## config.mk

```make
export PLATFORM = sky130hd
export DESIGN_NAME = rename_core
export DESIGN_NICKNAME = d
export VERILOG_FILES = /design/src/hw/rename_pkg.sv /design/src/hw/rename_ifs.sv /design/src/hw/issue_unit.sv /design/src/hw/register_file.sv /design/src/hw/rename_core.sv /design/src/hw/reorder_buffer.sv
export SDC_FILE = /design/constraint.sdc
export NUM_CORES = 1
export LEC_CHECK = 0
export ABC_AREA = 1
export BUFFER_PORTS_ARGS = -buffer_cell sky130_fd_sc_hd__buf_2
export CORE_MARGIN = 2
export CORE_UTILIZATION = 64
export CTS_BUF_LIST = sky130_fd_sc_hd__clkbuf_8
export DETAILED_ROUTE_END_ITERATION = 8
export PLACE_DENSITY = 0.85
export SLEW_MARGIN = 40
export SYNTH_ARGS = -nofsm -noshare
export SYNTH_HDL_FRONTEND = slang
export SYNTH_SLANG_ARGS = --single-unit
```

## constraint.sdc

```tcl
create_clock -name clk -period 3.5 [get_ports clk]
set_input_delay 0.525 -clock clk [delete_from_list [all_inputs] [get_ports clk]]
set_output_delay 0.525 -clock clk [all_outputs]
set_load 0.02 [all_outputs]
```

## src/hw/rename_pkg.sv

```systemverilog
`default_nettype none

package rename_pkg;

	// Register number and reorder-buffer tag widths.
	localparam int REG_WIDTH = 3;
	localparam int ROB_WIDTH = 3;
	localparam int WORD_WIDTH = 32;

	localparam int NUM_REGS = 2**REG_WIDTH;
	localparam int ROB_DEPTH = 2**ROB_WIDTH;

	typedef logic [REG_WIDTH-1:0] arch_num_t;
	typedef logic [ROB_WIDTH-1:0] rob_tag_t;
	typedef logic [WORD_WIDTH-1:0] word_t;

	// Operand record, 36 bits.
	typedef struct packed {
		logic valid;   // Data is final.
		rob_tag_t tag; // Pending writer when not valid.
		word_t data;
	} cdb_t;

endpackage

`default_nettype wire

```

## src/hw/rename_ifs.sv

```systemverilog
`timescale 1ns/100ps
`default_nettype none

// Accepted instruction, issue unit to register file and reorder buffer.
interface inst_if
	import rename_pkg::*;
();
	logic issue; // One cycle per accepted instruction.
	arch_num_t r0; // Destination.
	arch_num_t r1;
	arch_num_t r2;
	rob_tag_t tag; // Tail of the reorder buffer.
	logic full;

	modport issuer (
		output issue,
		output r0,
		output r1,
		output r2,
		input tag,
		input full
	);

	modport reader (
		input issue,
		input r0,
		input r1,
		input r2,
		input tag
	);

	modport allocator (
		input issue,
		input r0,
		output tag,
		output full
	);
endinterface

// In-order retirement, reorder buffer to register file.
interface commit_if
	import rename_pkg::*;
();
	logic commit;
	arch_num_t arch_num;
	rob_tag_t tag;
	word_t data;

	modport retirer (
		output commit,
		output arch_num,
		output tag,
		output data
	);

	modport writer (
		input commit,
		input arch_num,
		input tag,
		input data
	);
endinterface

`default_nettype wire

```

## src/hw/issue_unit.sv

```systemverilog
`timescale 1ns/100ps
`default_nettype none

module issue_unit
	import rename_pkg::*;
(
	input logic clk,
	input logic reset,

	// Decoded instruction in.
	input logic in_valid,
	output logic in_ready,
	input arch_num_t in_r0,
	input arch_num_t in_r1,
	input arch_num_t in_r2,

	// Source operands from the register file.
	input cdb_t src1,
	input cdb_t src2,

	// Issued instruction out.
	output logic out_valid,
	output rob_tag_t out_tag,
	output cdb_t out_src1,
	output cdb_t out_src2,

	inst_if.issuer inst
);
	logic accept;

	// Stall while every reorder-buffer entry is in flight.
	assign in_ready = !inst.full;
	assign accept = in_valid && in_ready;

	assign inst.issue = accept;
	assign inst.r0 = in_r0;
	assign inst.r1 = in_r1; // Read port 1 address.
	assign inst.r2 = in_r2; // Read port 2 address.

	always_ff @(posedge clk) begin
		if (reset) begin
			out_valid <= 1'b0;
		end else begin
			out_valid <= accept; // Single cycle, never held.
		end
	end

	// Operands are sampled before the rename of r0 lands,
	// so an instruction reading its own destination sees the old value.
	always_ff @(posedge clk) begin
		if (accept) begin
			out_tag <= inst.tag;
			out_src1 <= src1;
			out_src2 <= src2;
		end
	end

endmodule

`default_nettype wire

```

## src/hw/register_file.sv

```systemverilog
`timescale 1ns/100ps
`default_nettype none

module register_file
	import rename_pkg::*;
(
	input logic clk,
	input logic reset,

	inst_if.reader inst,
	commit_if.writer cm,

	output cdb_t src1,
	output cdb_t src2
);
	localparam cdb_t REG_INIT = '{
		valid: 1'b1,
		tag: '0,
		data: '0
	};

	cdb_t regs [NUM_REGS];

	// Combinational read ports.
	assign src1 = regs[inst.r1];
	assign src2 = regs[inst.r2];

	for (genvar i = 0; i < NUM_REGS; i++) begin : g_reg
		logic rename;
		logic wake;
		logic fill;

		assign rename = inst.issue && inst.r0 == arch_num_t'(i);

		// Any register still waiting on the retiring tag becomes final.
		assign wake = cm.commit && regs[i].tag == cm.tag;

		// Data goes to the committed destination unless it is already final.
		assign fill = cm.commit && !regs[i].valid && cm.arch_num == arch_num_t'(i);

		always_ff @(posedge clk) begin
			if (reset) begin
				regs[i] <= REG_INIT;
			end else begin
				if (rename) begin
					regs[i].valid <= 1'b0; // Issue wins over commit.
					regs[i].tag <= inst.tag;
				end else if (wake) begin
					regs[i].valid <= 1'b1;
				end

				if (fill) begin
					regs[i].data <= cm.data;
				end
			end
		end
	end

endmodule

`default_nettype wire

```

## src/hw/rename_core.sv

```systemverilog
`timescale 1ns/100ps
`default_nettype none

module rename_core
	import rename_pkg::*;
(
	input logic clk,
	input logic reset,

	// Instruction input.
	input logic in_valid,
	output logic in_ready,
	input arch_num_t in_r0,
	input arch_num_t in_r1,
	input arch_num_t in_r2,

	// Completion input.
	input logic done_valid,
	input rob_tag_t done_tag,
	input word_t done_data,

	// Issued output.
	output logic out_valid,
	output rob_tag_t out_tag,
	output cdb_t out_src1,
	output cdb_t out_src2,

	// Commit output.
	output logic cm_valid,
	output arch_num_t cm_arch_num,
	output rob_tag_t cm_tag,
	output word_t cm_data
);
	inst_if inst ();
	commit_if cm ();

	cdb_t rf_src1;
	cdb_t rf_src2;

	issue_unit issue_unit_inst (
		.clk(clk),
		.reset(reset),
		.in_valid(in_valid),
		.in_ready(in_ready),
		.in_r0(in_r0),
		.in_r1(in_r1),
		.in_r2(in_r2),
		.src1(rf_src1),
		.src2(rf_src2),
		.out_valid(out_valid),
		.out_tag(out_tag),
		.out_src1(out_src1),
		.out_src2(out_src2),
		.inst(inst)
	);

	register_file register_file_inst (
		.clk(clk),
		.reset(reset),
		.inst(inst),
		.cm(cm),
		.src1(rf_src1),
		.src2(rf_src2)
	);

	reorder_buffer reorder_buffer_inst (
		.clk(clk),
		.reset(reset),
		.done_valid(done_valid),
		.done_tag(done_tag),
		.done_data(done_data),
		.inst(inst),
		.cm(cm)
	);

	// Commit port mirrored to the outside.
	assign cm_valid = cm.commit;
	assign cm_arch_num = cm.arch_num;
	assign cm_tag = cm.tag;
	assign cm_data = cm.data;

endmodule

`default_nettype wire

```

## src/hw/reorder_buffer.sv

```systemverilog
`timescale 1ns/100ps
`default_nettype none

module reorder_buffer
	import rename_pkg::*;
(
	input logic clk,
	input logic reset,

	// Results from the execution units, by tag.
	input logic done_valid,
	input rob_tag_t done_tag,
	input word_t done_data,

	inst_if.allocator inst,
	commit_if.retirer cm
);
	// Pointers carry one wrap bit above the index.
	logic [ROB_WIDTH:0] head;
	logic [ROB_WIDTH:0] tail;
	rob_tag_t head_tag;
	rob_tag_t tail_tag;
	logic full;

	logic [ROB_DEPTH-1:0] occupied;
	logic [ROB_DEPTH-1:0] done;
	arch_num_t dest [ROB_DEPTH];
	word_t result [ROB_DEPTH];

	assign head_tag = head[ROB_WIDTH-1:0];
	assign tail_tag = tail[ROB_WIDTH-1:0];

	// Same index, opposite wrap bits.
	assign full = head[ROB_WIDTH] != tail[ROB_WIDTH] && head_tag == tail_tag;

	assign inst.full = full;
	assign inst.tag = tail_tag; // Next tag handed out.

	// Retire the head as soon as its result is in.
	assign cm.commit = occupied[head_tag] && done[head_tag];
	assign cm.arch_num = dest[head_tag];
	assign cm.tag = head_tag;
	assign cm.data = result[head_tag];

	always_ff @(posedge clk) begin
		if (reset) begin
			head <= '0;
			tail <= '0;
			occupied <= '0;
			done <= '0;
		end else begin
			if (inst.issue) begin
				occupied[tail_tag] <= 1'b1;
				done[tail_tag] <= 1'b0;
				tail <= tail + 1'b1;
			end

			// Completions may arrive in any order.
			if (done_valid) begin
				done[done_tag] <= 1'b1;
			end

			if (cm.commit) begin
				occupied[head_tag] <= 1'b0;
				head <= head + 1'b1;
			end
		end
	end

	always_ff @(posedge clk) begin
		if (inst.issue) begin
			dest[tail_tag] <= inst.r0;
		end
		if (done_valid) begin
			result[done_tag] <= done_data;
		end
	end

endmodule

`default_nettype wire

```

Word level (Yosys, flattened, before mapping)
Memory sizes are Yosys's and may differ from the RTL's. A register that Yosys moved wholly into a read port is not among the register bits.
Index checks and enable logic that the tools add are counted.

word-level totals
  register bits after elaboration = 28
  RAM bits = 568
  input port bits = 48
  output and inout bits = 116
  memories = 3

memories
  name                        depth  bits a word  rd ports  clocked after Yosys merged registers in  wr ports  line                  RTL
  register_file_inst.regs     8      36           10        2                                        8         register_file.sv:22   cdb_t regs [NUM_REGS];
  reorder_buffer_inst.result  8      32           1         1                                        1         reorder_buffer.sv:28  word_t result [ROB_DEPTH];
  reorder_buffer_inst.dest    8      3            1         1                                        1         reorder_buffer.sv:27  arch_num_t dest [ROB_DEPTH];

operators by class
  add/subtract/negate cells = 2
  $lt $le $gt $ge = 6
  eq/ne operators = 24
  mux-type cells = 138
  bitwise gates (word level) = 38
  reductions and logical operators = 49

operators by type and width
  operator             count
  $mux 32              8
  $mux 1               107
  $mux 8               6
  $logic_and 1x1->1    38
  $mux 3               12
  $or 1x1->1           32
  $eq 3x3->1           9
  $eq 3x3->1 const B   8
  $and 8x8->8          2
  $not 8->8            2
  $or 8x8->8           2
  $eq 3x2->1 const B   4
  $lt 3x4->1 const B   3
  $demux 1 s3          3
  $ge 3x1->1 const B   3
  $logic_not 1->1      9
  $add 4x1->4 const B  2
  $bmux 1 s3           2
  $eq 3x1->1 const B   2
  $logic_not 3->1      2
  $ne 1x1->1           1

Depth between registers and ports, before layout
  depth after elaboration = 10
  mapped depth = 12
  mapped depth without buffers = 12

Hierarchy
A second synthesis with hierarchy kept.

second synthesis, totals
  cell total of the unflattened synthesis = 3527
  area total of the unflattened synthesis = 32183.4 µm²

modules (own cells, without submodules)
  module          instances  cells each  area each (µm²)
  register_file   1          2423        17518.1
  reorder_buffer  1          1015        12305.6
  issue_unit      1          89          2359.8

Least setup slack after synthesis
OpenSTA, ideal clock, no wires.

  path type = reg-to-reg
  from = reg reorder_buffer_inst.head[1]
  to = reg issue_unit_inst.out_src1[0] (netlist name)
  library setup time = 0.430 ns
  data arrival time = 2.767 ns
  required time = 3.070 ns
  slack = 0.303 ns
  stages on the path, launching flop included = 8
  path buffers = 2
  period minus slack after synthesis = 3.197 ns
  path through = dfxtp_1 buf_6 xor2_1 nor2_1 nand2_1 nand2_2 buf_4 inv_1

on the way
  longest elaborated chain between the ends = 4

ends and longest elaborated chain
  what                      line                  RTL
  start: declaration        reorder_buffer.sv:19  logic [ROB_WIDTH:0] head;
  start signal: assignment  reorder_buffer.sv:65  head <= head + 1'b1;
  $eq 3x3->1                reorder_buffer.sv:34  assign full = head[ROB_WIDTH] != tail[ROB_WIDTH] && head_tag == tail_tag;
  $logic_and 1x1->1         reorder_buffer.sv:34
  $logic_not 1->1           issue_unit.sv:32      assign in_ready = !inst.full;
  via in_ready              rename_core.sv:12     output logic in_ready,
  $logic_and 1x1->1         issue_unit.sv:33      assign accept = in_valid && in_ready;
  via inst.issue            rename_ifs.sv:8       logic issue;

The timed path passes the listed nets, and every way through them passes these cells.
A chain may end at the register's enable or synchronous reset.

==> impl_metrics.json <==
{
  "syn_to_final_growth_pct": 9.61,
  "yosysMostFrequentCell": "edfxtp_1",
  "p_leak_uw": 0.0124,
  "die_x_um": 225,
  "clock.fmax_ghz": 0.296,
  "drtIter0Drc": 2832,
  "crit_arrival_ps": 2860,
  "via_count": 22900,
  "ys_types": 36,
  "place.port_buffers": 163,
  "grt_pass1_wl_um": 123000,
  "max-cap-violations": 0,
  "cts-hold-fix-buffers": 0,
  "hp-start": "done_data[20]",
  "drt_wl_total_um": 80400,
  "critPathMaxFanout": 70,
  "grt_antenna_before_repair": 6,
  "insertion_delay_ps": 730,
  "seqPwrFrac": 0.553,
  "syn_area_sq_um": 31200,
  "skew_ps": 55.3,
  "synth-seq-cells": 671,
  "nets": 3006,
  "start_util": 0.651,
  "drive_above_1_share": 0.232,
  "clkSinkCount": 671,
  "cp.required_ps": 2970,
  "power.switching_uw": 4220,
  "firstDrtPassIters": 6,
  "critPathLaunchType": "flop",
  "route.detailed.drc": 0,
  "hp-class": "input pin to flop",
  "cellPowerDensity_nw_per_um2": 489,
  "dpl.hpwl_um": 47200,
  "htree_levels": 3,
  "n_fill_cell": 3175,
  "finalCritPeriodShare": 0.967,
  "synth_ff_type": "edfxtp_1",
  "path_clk_slew_ps": 60,
  "overflow": 0,
  "finalSetupTns_ps": 0,
  "hold_ws_ps": 80.5,
  "slew-limit-headroom": 0.454,
  "cp_top_family": "compound AO/OA/AOI/OAI gates",
  "gp_congestion": 0.872,
  "ir_drop_v": 0.000419,
  "avgSynthCellArea_sq_um": 11.0,
  "path_buf_inv": 3,
  "ioPinCount": 164,
  "dieArea_sq_um": 50500,
  "cts_root_buffer": "clkbuf_8",
  "synth_top_area_frac": 0.619,
  "die_h_um": 225,
  "avgViaCountPerCell": 6.26,
  "tightest_slew_ps": 819,
  "core_area_sq_um": 47900,
  "slowest_delay_ps": 580,
  "rows": 80,
  "worstSetupPathType": "flop to primary output",
  "power_uw": 16700,
  "dp_cells": 3465,
  "syn_nets": 2890,
  "syn_inst": 2840,
  "ys_async_sr_fraction": 0,
  "netSwitchingFraction": 0.253,
  "yosysSeqAreaShare": 0.637,
  "drv_slew": 0,
  "status": "completed",
  "hold_viol": 0,
  "avgRoutedWirePerCell_um": 22.0,
  "slowest_stage": "buf_4",
  "yosysTopAreaCell": "edfxtp_1",
  "synth_common_cells": "643 x edfxtp_1, 403 x o21ai_0, 296 x nor2_1",
  "min_period_ps": 3380,
  "ctsLongestPathBuffers": 3,
  "rsz0062_at_grt": "false",
  "cts_tree": "built",
  "clkPwrFrac": 0.360,
  "endpoint_kind": "primary output",
  "fin_cells": 3657,
  "p_int_uw": 12500,
  "ant_nets": 0,
  "p_comb_frac": 0.087,
  "utilization": 0.713,
  "synth.area.top_cells": "edfxtp_1 62%, o21ai_0 6.5%, nor2_2 5.0%",
  "setup_viol": 0,
  "gr-usage-all-layers": 0.318,
  "synth_edf_count": 643,
  "grt_max_degree": 180,
  "grt_pass1_vias": 22300,
  "cts_made_buffers": 104,
  "ys_warn_count": 0,
  "crit_chain": "buf_4 -> o21ai_0 -> o22ai_1 -> o21ai_4 -> inv_2 -> buf_2"
}
logic make-up (layout without fill, tap and decap cells):
group,Yosys count,in the layout,synth area share
buffers and inverters,425,624,0.0604
adder cells (fa/ha/maj),2,2,0.000802
AND/OR/NAND/NOR,874,874,0.133
XOR/XNOR,31,31,0.00870
other,0,3,0
AO/OA/AOI/OAI,837,837,0.161
flip-flops,671,671,0.637
power groups by stage:
stage	logic [uW]	clock network, uW	registers, uW
5_1_grt	1570	6360	9260
4_1_cts	1440	6070	9240
6_report	1460	6020	9240
2_1_floorplan	828	0	9470
3_5_place_dp	1440	0	9400
3_3_place_gp	1380	0	9390
registers in the layout (all words and copies together) (netlist names), named ones only:
name / count
register_file_inst.regs: 288
reorder_buffer_inst.result: 256
issue_unit_inst.out_src1: 36
issue_unit_inst.out_src2: 36
reorder_buffer_inst.dest: 24
reorder_buffer_inst.done: 8
reorder_buffer_inst.occupied: 8
reorder_buffer_inst.head: 4
reorder_buffer_inst.tail: 4
issue_unit_inst.out_tag: 3
issue_unit_inst.out_valid: 1
cells in the final DEF, fill, tap and decap left out, types with 32 or more instances in the layout:
| cell | synthesis | routed |
|---|---|---|
| a21oi_1 | 160 | 160 |
| a31oi_1 | 72 | 72 |
| buf_2 | 33 | 159 |
| buf_4 | 10 | 45 |
| clkbuf_8 | 0 | 108 |
| edfxtp_1 | 643 | 643 |
| inv_1 | 179 | 210 |
| inv_2 | 41 | 39 |
| nand2_1 | 260 | 260 |
| nand3_1 | 41 | 41 |
| nor2_1 | 296 | 288 |
| nor2_2 | 249 | 249 |
| o211ai_1 | 77 | 77 |
| o21ai_0 | 403 | 403 |
| o22ai_1 | 32 | 32 |
metrics by stage:
stage | instance area [sq um] | setup WS (ps)
after detailed placement | 32300 | 630
after global routing | 34200 | 80.2
after global placement | 32300 | 730
after CTS | 34200 | 166
after floorplan | 31200 | 303
final | 34200 | 116
final cells by class:
class	instances	area, sq um	area share
Sequential cell	671	19900	0.581
Multi-Input combinational cell	1744	9510	0.278
Clock buffer	108	1490	0.0435
Timing Repair Buffer	213	1310	0.0382
Inverter	222	845	0.0247
Tap cell	615	769	0.0225
Clock inverter	81	403	0.0118
Antenna cell	3	7.51	0.000219
worst paths after layout:
check | slack (ps) | cells after the start | to
max | 120 | 6 | cm_data[20]
min | 80 | 1 | reorder_buffer_inst.result[1][20]
max reg2reg | 760 | 7 | register_file_inst.regs[7][14]
min reg2reg | 490 | 2 | reorder_buffer_inst.done[7]
routing by layer:
layer	vias to the layer above	global-route usage	share of wire
met5	-	0	0.00025
met4	4	0.147	0.036
met3	253	0.0673	0.11
met2	1532	0.511	0.48
met1	10900	0.419	0.37
li1	10300	-	-
worst register-to-register path: stages (launching register included):
cell	delay [ps]
dfxtp_2	330
buf_4	580
nand3_1	230
nand3_1	180
nand2_4	120
nor2_8	240
nand3_4	600
nor2_2	310
what timing repair did:
item | 4_1_cts | 5_1_grt
setup endpoints to repair | 18 | 0
hold endpoints to repair | 0 | 0
resized for setup | 1 | 0
buffers inserted | 0 | 0
No activity file was read; power rests on OpenSTA's default activity.
